[config.mk]
export PLATFORM = sky130hd
export DESIGN_NAME = ntm_forget_trainer
export DESIGN_NICKNAME = d
export VERILOG_FILES = /design/src/rtl/ntm_fixed_pkg.sv /design/src/rtl/ntm_ctrl_pkg.sv /design/src/rtl/ntm_forget_delta.sv /design/src/rtl/ntm_forget_trainer.sv /design/src/rtl/ntm_gradient_accum.sv /design/src/rtl/ntm_sequence_ctrl.sv
export VERILOG_INCLUDE_DIRS = /design/src /design/src/rtl
export SDC_FILE = /design/constraint.sdc
export NUM_CORES = 2
export LEC_CHECK = 0
export ABC_AREA = 1
export BUFFER_PORTS_ARGS = -buffer_cell sky130_fd_sc_hd__clkbuf_2
export CORE_MARGIN = 1
export CORE_UTILIZATION = 29
export DETAILED_ROUTE_END_ITERATION = 8
export PLACE_DENSITY_LB_ADDON = 0.08
export SKIP_CTS_REPAIR_TIMING = 1
export SLEW_MARGIN = 20
export SYNTH_ARGS = -nofsm -noshare
export SYNTH_HDL_FRONTEND = slang
export SYNTH_SLANG_ARGS = --single-unit
[constraint.sdc]
create_clock -name CLK -period 7.95 [get_ports CLK]
set_input_delay 0.3975 -clock CLK [delete_from_list [all_inputs] [get_ports CLK]]
set_output_delay 0.3975 -clock CLK [all_outputs]
set_load 0.02 [all_outputs]
[src/rtl/ntm_trainer_macros.svh]
////////////////////
// Compile-time sizes and fixed-point format of the forget-gate trainer
// Included by the packages and by every module that needs a size
////////////////////

`ifndef NTM_TRAINER_MACROS_SVH
`define NTM_TRAINER_MACROS_SVH

// Word widths
`define NTM_DATA_W 16                 // f, s, ds, h and df words
`define NTM_PROD_W (2*`NTM_DATA_W)    // Full-precision product
`define NTM_ACC_W  32                 // Gradient accumulators, B_OUT and U_OUT

// Fixed-point format
`define NTM_FRAC 8                    // Fraction bits, one is 256

// Vector length
`define NTM_L     8                   // Elements per step
`define NTM_IDX_W 3                   // Enough for NTM_L-1

// Sequence length
`define NTM_MAX_T  15                 // Largest SIZE_T
`define NTM_STEP_W 4                  // Enough for NTM_MAX_T

`endif

[src/rtl/ntm_fixed_pkg.sv]
////////////////////
// Fixed-point datapath types and the truncating Q8 multiply
////////////////////

`default_nettype none

`include "ntm_trainer_macros.svh"

package ntm_fixed_pkg;

  // Datapath words
  typedef logic signed [`NTM_DATA_W-1:0] data_t;  // Signed Q8
  typedef logic signed [`NTM_PROD_W-1:0] prod_t;  // Untruncated product
  typedef logic signed [`NTM_ACC_W-1:0]  acc_t;   // Wrapping sums

  // Counters
  typedef logic [`NTM_IDX_W-1:0]  index_t;        // Element l within a step
  typedef logic [`NTM_STEP_W-1:0] step_t;         // Step t or step count

  // Fixed-point one
  localparam data_t FIXED_ONE = data_t'(1 << `NTM_FRAC);

  // Q8 multiply, full product then arithmetic shift and truncation
  // Used for every product in the design
  function automatic data_t q_mul(input data_t a, input data_t b);
    prod_t p;
    p = prod_t'(a) * prod_t'(b);
    return data_t'(p >>> `NTM_FRAC);
  endfunction

endpackage

`default_nettype wire

[src/rtl/ntm_ctrl_pkg.sv]
////////////////////
// Sequencer state and the tag carried with each element
////////////////////

`default_nettype none

`include "ntm_trainer_macros.svh"

package ntm_ctrl_pkg;

  // Sequencer FSM
  typedef enum logic [1:0] {
    IDLE,   // Waiting for START
    ACCUM,  // Taking elements
    DRAIN   // Gradients streaming out
  } trainer_state_e;

  // Element tag, follows the data down the pipeline
  typedef struct packed {
    ntm_fixed_pkg::index_t idx;  // Element l
    logic                  first; // Belongs to step 0
    logic                  last;  // Final element of final step
  } elem_tag_t;

endpackage

`default_nettype wire

[src/rtl/ntm_forget_delta.sv]
////////////////////
// Forget delta pipeline, df = ds * s(t-1) * f * (1 - f)
// Two cycles from acc_valid to df_valid, keeps last step's s and h
////////////////////

`timescale 1ns/1ps
`default_nettype none

`include "ntm_trainer_macros.svh"

module ntm_forget_delta (
  input  logic                  CLK,
  input  logic                  RST,
  input  logic                  acc_valid,
  input  ntm_fixed_pkg::data_t  f,
  input  ntm_fixed_pkg::data_t  s,
  input  ntm_fixed_pkg::data_t  ds,
  input  ntm_fixed_pkg::data_t  h,
  input  ntm_fixed_pkg::index_t elem_idx,
  input  logic                  first_step,
  input  logic                  last_elem,
  output logic                  df_valid,
  output ntm_fixed_pkg::data_t  df,
  output ntm_fixed_pkg::data_t  h_prev,
  output ntm_fixed_pkg::index_t idx_out,
  output logic                  first_out,
  output logic                  last_out
);
  import ntm_fixed_pkg::*;
  import ntm_ctrl_pkg::*;

  // History of the previous step, one word per element
  data_t     s_hist [`NTM_L];
  data_t     h_hist [`NTM_L];

  data_t     s_prev;          // s(t-1;l), zero on step 0
  data_t     h_prev_rd;       // h(t-1;l), zero on step 0
  data_t     one_minus_f;
  elem_tag_t tag_in;

  // Stage A registers
  logic      valid_a;
  data_t     prod_ds;         // ds * s(t-1)
  data_t     prod_f;          // f * (1 - f)
  data_t     h_prev_a;
  elem_tag_t tag_a;

  // Stage B tag
  elem_tag_t tag_b;

  assign tag_in      = '{idx: elem_idx, first: first_step, last: last_elem};
  assign s_prev      = first_step ? '0 : s_hist[elem_idx];
  assign h_prev_rd   = first_step ? '0 : h_hist[elem_idx];
  assign one_minus_f = FIXED_ONE - f;

  ////////////////////
  // History memory
  ////////////////////
  always_ff @(posedge CLK or posedge RST) begin
    if (RST) begin
      for (int i = 0; i < `NTM_L; i++) begin
        s_hist[i] <= '0;
        h_hist[i] <= '0;
      end
    end else if (acc_valid) begin
      s_hist[elem_idx] <= s;              // Read above sees the old word
      h_hist[elem_idx] <= h;
    end
  end

  ////////////////////
  // Stage A
  ////////////////////
  always_ff @(posedge CLK or posedge RST) begin
    if (RST) valid_a <= 1'b0;
    else     valid_a <= acc_valid;
  end

  always_ff @(posedge CLK) begin
    if (acc_valid) begin
      prod_ds  <= q_mul(ds, s_prev);
      prod_f   <= q_mul(f, one_minus_f);  // Sigmoid derivative
      h_prev_a <= h_prev_rd;
      tag_a    <= tag_in;
    end
  end

  ////////////////////
  // Stage B
  ////////////////////
  always_ff @(posedge CLK or posedge RST) begin
    if (RST) df_valid <= 1'b0;
    else     df_valid <= valid_a;
  end

  always_ff @(posedge CLK) begin
    if (valid_a) begin
      df     <= q_mul(prod_ds, prod_f);   // Third truncation
      h_prev <= h_prev_a;
      tag_b  <= tag_a;
    end
  end

  assign idx_out   = tag_b.idx;
  assign first_out = tag_b.first;
  assign last_out  = tag_b.last;

endmodule

`default_nettype wire

[src/rtl/ntm_forget_trainer.sv]
////////////////////
// Forget-gate trainer top, sequencer then delta pipeline then accumulators
////////////////////

`timescale 1ns/1ps
`default_nettype none

module ntm_forget_trainer (
  input  logic                 CLK,
  input  logic                 RST,
  input  logic                 START,
  input  ntm_fixed_pkg::step_t SIZE_T,
  input  logic                 IN_VALID,
  input  ntm_fixed_pkg::data_t F_IN,
  input  ntm_fixed_pkg::data_t S_IN,
  input  ntm_fixed_pkg::data_t DS_IN,
  input  ntm_fixed_pkg::data_t H_IN,
  output logic                 DF_VALID,
  output ntm_fixed_pkg::data_t DF_OUT,
  output logic                 OUT_VALID,
  output ntm_fixed_pkg::acc_t  B_OUT,
  output ntm_fixed_pkg::acc_t  U_OUT,
  output logic                 READY
);
  import ntm_fixed_pkg::*;

  // Sequencer to delta pipeline
  logic   acc_valid;
  data_t  seq_f;
  data_t  seq_s;
  data_t  seq_ds;
  data_t  seq_h;
  index_t seq_idx;
  logic   seq_first;
  logic   seq_last;

  // Delta pipeline to accumulators
  data_t  fd_h_prev;
  index_t fd_idx;
  logic   fd_first;
  logic   fd_last;

  logic   drain_done;           // Back to the sequencer

  ntm_sequence_ctrl u_seq (
    .CLK        (CLK),
    .RST        (RST),
    .START      (START),
    .SIZE_T     (SIZE_T),
    .IN_VALID   (IN_VALID),
    .F_IN       (F_IN),
    .S_IN       (S_IN),
    .DS_IN      (DS_IN),
    .H_IN       (H_IN),
    .drain_done (drain_done),
    .acc_valid  (acc_valid),
    .f          (seq_f),
    .s          (seq_s),
    .ds         (seq_ds),
    .h          (seq_h),
    .elem_idx   (seq_idx),
    .first_step (seq_first),
    .last_elem  (seq_last),
    .READY      (READY)
  );

  // Delta stream leaves the chip straight from here
  ntm_forget_delta u_delta (
    .CLK        (CLK),
    .RST        (RST),
    .acc_valid  (acc_valid),
    .f          (seq_f),
    .s          (seq_s),
    .ds         (seq_ds),
    .h          (seq_h),
    .elem_idx   (seq_idx),
    .first_step (seq_first),
    .last_elem  (seq_last),
    .df_valid   (DF_VALID),
    .df         (DF_OUT),
    .h_prev     (fd_h_prev),
    .idx_out    (fd_idx),
    .first_out  (fd_first),
    .last_out   (fd_last)
  );

  ntm_gradient_accum u_accum (
    .CLK        (CLK),
    .RST        (RST),
    .df_valid   (DF_VALID),
    .df         (DF_OUT),
    .h_prev     (fd_h_prev),
    .elem_idx   (fd_idx),
    .first_step (fd_first),
    .last_elem  (fd_last),
    .OUT_VALID  (OUT_VALID),
    .B_OUT      (B_OUT),
    .U_OUT      (U_OUT),
    .drain_done (drain_done)
  );

endmodule

`default_nettype wire

[src/rtl/ntm_gradient_accum.sv]
////////////////////
// Bias and recurrent gradient memories, db += df and dU += df * h(t-1)
// Streams both out over l = 0..L-1 once the last delta is in
////////////////////

`timescale 1ns/1ps
`default_nettype none

`include "ntm_trainer_macros.svh"

module ntm_gradient_accum (
  input  logic                  CLK,
  input  logic                  RST,
  input  logic                  df_valid,
  input  ntm_fixed_pkg::data_t  df,
  input  ntm_fixed_pkg::data_t  h_prev,
  input  ntm_fixed_pkg::index_t elem_idx,
  input  logic                  first_step,
  input  logic                  last_elem,
  output logic                  OUT_VALID,
  output ntm_fixed_pkg::acc_t   B_OUT,
  output ntm_fixed_pkg::acc_t   U_OUT,
  output logic                  drain_done
);
  import ntm_fixed_pkg::*;

  acc_t   db_mem [`NTM_L];    // Sum of df over t
  acc_t   du_mem [`NTM_L];    // Sum of df * h(t-1) over t >= 1

  acc_t   db_term;
  acc_t   du_term;
  logic   draining;
  index_t drain_cnt;          // Element being presented

  // Sign-extended terms; h(t-1) is zero on step 0, so the dU term is too
  assign db_term = acc_t'(df);
  assign du_term = acc_t'(q_mul(df, h_prev));

  ////////////////////
  // Accumulation
  ////////////////////
  always_ff @(posedge CLK) begin
    if (df_valid) begin
      if (first_step) begin               // Step 0 starts a new sequence
        db_mem[elem_idx] <= db_term;
        du_mem[elem_idx] <= du_term;
      end else begin
        db_mem[elem_idx] <= db_mem[elem_idx] + db_term;  // Wraps
        du_mem[elem_idx] <= du_mem[elem_idx] + du_term;
      end
    end
  end

  ////////////////////
  // Drain sequence
  ////////////////////
  always_ff @(posedge CLK or posedge RST) begin
    if (RST) begin
      draining   <= 1'b0;
      drain_cnt  <= '0;
      OUT_VALID  <= 1'b0;
      drain_done <= 1'b0;
    end else begin
      OUT_VALID  <= draining;
      drain_done <= draining && (drain_cnt == index_t'(`NTM_L - 1));
      if (df_valid && last_elem) begin    // Same edge as the final update
        draining  <= 1'b1;
        drain_cnt <= '0;
      end else if (draining) begin
        if (drain_cnt == index_t'(`NTM_L - 1)) begin
          draining <= 1'b0;
        end else begin
          drain_cnt <= drain_cnt + index_t'(1);
        end
      end
    end
  end

  // Output words, valid with OUT_VALID
  always_ff @(posedge CLK) begin
    if (draining) begin
      B_OUT <= db_mem[drain_cnt];
      U_OUT <= du_mem[drain_cnt];
    end
  end

endmodule

`default_nettype wire

[src/rtl/ntm_sequence_ctrl.sv]
////////////////////
// Sequencer of the trainer, takes START and IN_VALID
// and tags each accepted element; raises READY after the drain
////////////////////

`timescale 1ns/1ps
`default_nettype none

`include "ntm_trainer_macros.svh"

module ntm_sequence_ctrl (
  input  logic                  CLK,
  input  logic                  RST,
  input  logic                  START,
  input  ntm_fixed_pkg::step_t  SIZE_T,
  input  logic                  IN_VALID,
  input  ntm_fixed_pkg::data_t  F_IN,
  input  ntm_fixed_pkg::data_t  S_IN,
  input  ntm_fixed_pkg::data_t  DS_IN,
  input  ntm_fixed_pkg::data_t  H_IN,
  input  logic                  drain_done,
  output logic                  acc_valid,
  output ntm_fixed_pkg::data_t  f,
  output ntm_fixed_pkg::data_t  s,
  output ntm_fixed_pkg::data_t  ds,
  output ntm_fixed_pkg::data_t  h,
  output ntm_fixed_pkg::index_t elem_idx,
  output logic                  first_step,
  output logic                  last_elem,
  output logic                  READY
);
  import ntm_fixed_pkg::*;
  import ntm_ctrl_pkg::*;

  trainer_state_e state;
  step_t          t_size;     // Latched SIZE_T
  step_t          step_cnt;   // Current step t
  index_t         elem_cnt;   // Next element l
  elem_tag_t      tag;        // Tag of the registered element
  logic           accept;
  logic           final_elem;

  assign accept     = IN_VALID && (state == ACCUM);  // Strobes outside ACCUM dropped
  assign final_elem = (elem_cnt == index_t'(`NTM_L - 1)) &&
                      (step_cnt == t_size - step_t'(1));

  ////////////////////
  // FSM and counters
  ////////////////////
  always_ff @(posedge CLK or posedge RST) begin
    if (RST) begin
      state     <= IDLE;
      t_size    <= '0;
      step_cnt  <= '0;
      elem_cnt  <= '0;
      acc_valid <= 1'b0;
      READY     <= 1'b0;
    end else begin
      acc_valid <= accept;
      READY     <= 1'b0;
      case (state)
        IDLE: begin
          if (START) begin               // START only honoured here
            t_size   <= SIZE_T;
            step_cnt <= '0;
            elem_cnt <= '0;
            state    <= ACCUM;
          end
        end
        ACCUM: begin
          if (accept) begin
            if (final_elem) begin
              state <= DRAIN;            // Rest happens downstream
            end else if (elem_cnt == index_t'(`NTM_L - 1)) begin
              elem_cnt <= '0;            // Next step
              step_cnt <= step_cnt + step_t'(1);
            end else begin
              elem_cnt <= elem_cnt + index_t'(1);
            end
          end
        end
        DRAIN: begin
          if (drain_done) begin
            READY <= 1'b1;               // Cycle after last OUT_VALID
            state <= IDLE;
          end
        end
        default: state <= IDLE;
      endcase
    end
  end

  // Element register, loaded on acceptance
  always_ff @(posedge CLK) begin
    if (accept) begin
      f   <= F_IN;
      s   <= S_IN;
      ds  <= DS_IN;
      h   <= H_IN;
      tag <= '{idx: elem_cnt, first: (step_cnt == '0), last: final_elem};
    end
  end

  assign elem_idx   = tag.idx;
  assign first_step = tag.first;
  assign last_elem  = tag.last;

endmodule

`default_nettype wire

Word level (Yosys, flattened, before mapping)

Memories as Yosys holds them, arrays and structs flattened. A register that Yosys moved wholly into a read port is not among the register bits.
Index checks and enable logic that the tools add are counted.

Register bits: 438
Bits in writable memories: 512
Input bits: 72
Word-level logic and storage cells: 134
Memories: 2

Memories:

| name           | depth | width | rd ports | clocked after Yosys merged registers in | wr ports | line                     | text |
|---|---|---|---|---|---|---|---|
| u_accum.db_mem | 8     | 32    | 2        | 2                                       | 1        | ntm_gradient_accum.sv:27 | `` acc_t db_mem [`NTM_L]; `` |
| u_accum.du_mem | 8     | 32    | 2        | 2                                       | 1        | ntm_gradient_accum.sv:28 | `` acc_t du_mem [`NTM_L]; `` |

$add $sub $neg: 7
$mul: 4
$lt $le $gt $ge: 2
Equality and inequality tests: 12
Mux-type cells: 44
Bitwise operators: 3
Reduce and logical (&&, ||, !) cells: 14

Operator list:

| kind                   | number |
|---|---|
| $bwmux 128             | 2 |
| $bmux 16 s3            | 2 |
| $mul 16x16->24         | 4 |
| $mux 16                | 6 |
| $add 32x16->32         | 2 |
| $mux 32                | 2 |
| $demux 16 s3           | 1 |
| $mux 3                 | 9 |
| $mux 4                 | 4 |
| $sub 10x16->16 const A | 1 |
| $mux 1                 | 11 |
| $mux 2                 | 4 |
| $ne 2x2->1 const B     | 4 |
| $pmux 4 s2             | 1 |
| $reduce_and 4->1       | 2 |
| $add 3x1->3 const B    | 2 |
| $eq 3x3->1 const B     | 2 |
| $ne 2x1->1 const B     | 3 |
| $pmux 2 s3             | 1 |
| $pmux 3 s2             | 1 |
| $logic_and 1x1->1      | 5 |
| $reduce_and 5->1       | 1 |
| $add 4x1->4 const B    | 1 |
| $eq 4x4->1             | 1 |
| 11 further kinds       | 14 |

Longest topological paths before layout

Depth after elaboration: 6
Depth in mapped cells: 41

By module

Synthesis repeated with hierarchy kept, for this count alone.

Cells, all modules: 8735
Area total of the unflattened synthesis: 78008.6 µm²

By module, submodules not included:

| module             | times used | cells an instance | area each (µm²) | seq. area each (µm²) |
|---|---|---|---|---|
| ntm_gradient_accum | 1          | 4127              | 37564.8         | 17446.7 |
| ntm_forget_delta   | 1          | 4423              | 37469.7         | 9158.8 |
| ntm_sequence_ctrl  | 1          | 185               | 2974.1          | 2447.3 |

Worst setup path after synthesis

Ideal clock, no wire load.

Path kind: register -> register
Start: register u_delta.df[7]
End: memory u_accum.du_mem[0][24] in the netlist's numbering (data pin)
Arrival: 7.195 ns
Required time: 7.657 ns
Setup slack: 0.462 ns
Cell stages (with the launch flop): 38
Path buffers: 2
Period minus slack after synthesis: 7.488 ns
Cells stage by stage: edfxtp_1 > clkbuf_1 > clkbuf_1 > nand2_1 > fa_1 > inv_1 > fa_1 > inv_1 > fa_1 > inv_1 > fa_1 > fa_1 > inv_1 > fa_1 > inv_1 > ha_1 > a21oi_1 > nand3_1 > (+2 left out) > a221oi_1 > xor2_1 > ha_1 > nand2_1 > nor2_1 > nand2_1 > o21ai_0 > nand3_1 > nand2_1 > nand2_1 > nand2_1 > nand2_1 > nand3_2 > nand2_1 > nand2_1 > nand2_1 > nand3_1 > nand2_1

Word-level cells in the longest chain between the ends: 3

RTL lines:

| what                       | line                     | text |
|---|---|---|
| start, declared            | ntm_forget_delta.sv:23   | `output ntm_fixed_pkg::data_t df,` |
| start signal, assigned     | ntm_forget_delta.sv:98   | `df <= q_mul(prod_ds, prod_f);` |
| $mul 16x16->24 *           | ntm_fixed_pkg.sv:27      | `p = prod_t'(a) * prod_t'(b);` |
| $add 32x16->32             | ntm_gradient_accum.sv:49 | `du_mem[elem_idx] <= du_mem[elem_idx] + du_term;` |
| $mux 32 (no source line) * | -                        |  |
| end, declared              | ntm_gradient_accum.sv:28 |  |

Every way passes the cells marked *; elsewhere a longest branch is shown, timed or not.

Worst setup path in the final report

Start: register u_delta.h_prev[4]
End: memory u_accum.du_mem[3][23] in the netlist's numbering (data pin)

Word-level cells in the longest chain between the ends: 3

RTL lines:

| what                       | line                     | text |
|---|---|---|
| start, declared            | ntm_forget_delta.sv:24   | `output ntm_fixed_pkg::data_t h_prev,` |
| start signal, assigned     | ntm_forget_delta.sv:99   | `h_prev <= h_prev_a;` |
| $mul 16x16->24 *           | ntm_fixed_pkg.sv:27      |  |
| $add 32x16->32             | ntm_gradient_accum.sv:49 |  |
| $mux 32 (no source line) * | -                        |  |

Marks and branches as above.

==> impl_results.md <==
- Worst slew pin tran: 1.19 ns
- Setup crit start: u_delta.h_prev[4]
- Routed vias: 58100
- Top_reg_cell synth: edfxtp_1
- Share of cells above drive strength 1: 9.04%
- Clock Skews: 0.0684 ns
- I/O Pins: 155
- Aggregate global-route resource usage: 18.8%
- M3 GR Usage: 2.00%
- Max Clk Rate: 133 MHz
- Hpwl dp: 178000 um
- Routing usage on met1: 24.3%
- Die height: 518 um
- Worst setup EP type: flop
- Synthesized area: 77200 um^2
- Slew Limit Fails: 0
- Yosys top cell area share: 28.6%
- # port buffers: 154
- Max_slew headroom: 20.3%
- Worst r2r src: u_delta.h_prev[4]
- Setup TNS: 0 ns
- Largest net degree at the start of global routing: 156
- Startpoint Class: flop
- Gr busiest metal: met2
- Drt drc: 0
- Area Growth Syn to Fin: 14.4%
- Row cnt: 189
- Commonest cells post-synth: nand2_1 (1635), inv_1 (1536), o21ai_0 (987)
- Ys async rst share: 27.4%
- Kind of critical path: flop to flop
- DR vias/cell: 4.70
- WP data arrival: 8.02 ns
- M2 GR Usage: 33.6%
- Clock transition at path regs: 0.05 ns
- Worst min path class: primary input to flop
- Total Wirelength: 253000 um
- Fillers: 27500
- Endpoints failing setup: 0
- Gp weighted congestion: 0.826
- GRT Residual Overflow: 0
- Number of global-route vias before repair: 60400
- # Max-Cap Violations: 0
- Die X: 518 um
- Largest stage delay on the critical path: 0.54 ns
- Synth Area per Inst: 9.07 um^2
- Top-count cell post-synth: nand2_1
- Hold path startpoint: START
- First-pass GRT wire length: 383000 um
- Final hold vios: 0
- Hold_ws: 0.0594 ns
- CP max FO: 8
- Syn nets: 9682
- Register Area: 29100 um^2
- Initial Util: 29.1%
- Num Clock Sinks: 1017
- Root Buffer: clkbuf_16
- Top cells by area, synth: edfxtp_1 (29%), fa_1 (19%), dfrtp_1 (9.0%)
- Worst-skew pair later-pin latency: 0.82 ns
- Initial antenna violation count: 7
- Multi-input combinational cell area: 40700 um^2
- Routed len/inst: 20.5 um
- TritonCTS clock tree: built
- Final period utilization: 94.7%
- Netlist cell types: 61
- Num CTS Buffers: 134
- Number of flops mapped to enable cells by yosys: 735
- 1st-iter DRT viols: 3580
- Drt pass-1 iters: 6
- Die ar.: 268000 um^2
- Yosys reg bits: 1017
- Max Buffers Root-to-Sink: 3
- Final layout net count: 9885
- Most used cell, CP: nand2_1
- Post-route minimum period: 7.53 ns
- Core ar.: 265000 um^2
- Largest area contributor in the netlist: edfxtp_1
- Slowest CP cell: fa_1
- Mapped Cells: 8509
- Flop2flop setup slack: 0.42 ns
- Required time of the critical path: 8.45 ns
- Post-synthesis sequential area ratio: 37.7%
- Outcome: finished, final reports clean
- H-Tree Depth: 4
- YS warnings: 0
- Routed Antenna Nets: 0
worst max-delay path: cells and delay by family (launching register included):
kind | cells | cell delay [ns]
DFF | 1 | 0.52
and+or+nand+nor | 11 | 1.08
adders and majority gates | 8 | 3.36
xor gates and xnor gates | 2 | 0.37
AOI/OAI and AO/OA | 6 | 0.96
buffers and inverters | 9 | 0.94
final timing paths:
check                                        end  cells past startpoint
hold / removal                   u_seq.t_size[2]                      4
max in group asynchronous     u_delta.s_hist[69]                      5
min in group asynchronous     u_delta.h_hist[37]                      4
hold reg to reg                 u_delta.last_out                      0
setup / recovery           u_accum.du_mem[3][23]                     36
setup reg to reg           u_accum.du_mem[3][23]                     36
cell type report:
class,instances,area share (%)
tap,3533,5.01
clock buffer,180,4.08
inverter,1567,6.69
clock inverter,65,0.938
antenna,7,0.0198
sequential,1017,33.0
timing repair buffer,503,4.22
multi-input combinational,5489,46.1
kinds of logic (layout without fill, tap and decap cells):
logic type,Yosys count,after routing,share of synthesized area (%)
AO/OA/AOI/OAI,1819,1819,12.9
XOR/XNOR,171,171,1.96
adder cells (fa/ha/maj),1101,1101,25.1
buffers and inverters,2003,2315,9.87
flip-flops,1017,1017,37.7
other,0,7,0
AND/OR/NAND/NOR,2398,2398,12.5
registers in the layout, summed over array words and instances, names as in the netlist, 32 cells and up, named ones only:
signal          flops
u_delta.s_hist    128
u_accum.U_OUT      32
u_delta.h_hist    128
u_accum.B_OUT      32
u_accum.du_mem    256
u_accum.db_mem    256
through the flow:
step / setup slack [ns] / utilization, % / instance area [um^2] / instances
detailed placement: 0.0179 / 31.3 / 83000 / 12000
CTS: -0.000804 / 33.0 / 87400 / 12300
finish: 0.425 / 33.3 / 88300 / 12400
global placement: -0.00918 / 31.3 / 82900 / 12000
global route: -0.000339 / 33.3 / 88300 / 12400
floorplan: 0.462 / - / 77200 / 8509
routing by layer:
metal / part of all wire (%) / vias to the layer above
met1: 44 / 29100
met3: 3.2 / 278
met4: 2.2 / 0
li1: - / 27600
met2: 50 / 1105
met5: 0 / -
cells in the final DEF, fill, tap and decap left out, types with 10 or more instances in the layout:
cell / netlist / final
xor2_1: 101 / 101
o21a_1: 77 / 77
nor2_4: 6 / 17
nor2_2: 9 / 10
buf_4: 5 / 263
o21ai_0: 987 / 967
ha_1: 355 / 355
o21ai_1: 27 / 47
fa_1: 746 / 746
clkinv_1: 10 / 24
nand2_4: 9 / 15
nand3_1: 140 / 140
inv_1: 1536 / 1527
nor3_1: 13 / 12
clkbuf_2: 2 / 154
o211ai_1: 94 / 94
dlygate4sd3_1: 0 / 71
o2111ai_1: 11 / 11
buf_12: 1 / 11
a21oi_1: 441 / 436
a41oi_1: 17 / 17
nand2_2: 20 / 30
a31oi_1: 103 / 101
nand2_1: 1635 / 1619
clkinv_2: 0 / 19
edfxtp_1: 735 / 735
clkbuf_16: 0 / 134
inv_2: 21 / 25
or2_2: 26 / 26
clkbuf_1: 373 / 38
nand4_1: 22 / 22
nor2_1: 495 / 483
xnor2_1: 69 / 68
dfrtp_1: 279 / 273
o21bai_1: 16 / 16
Power is not shown: default switching activity piles up to over one toggle a cycle in this logic, so the estimate is an artifact.
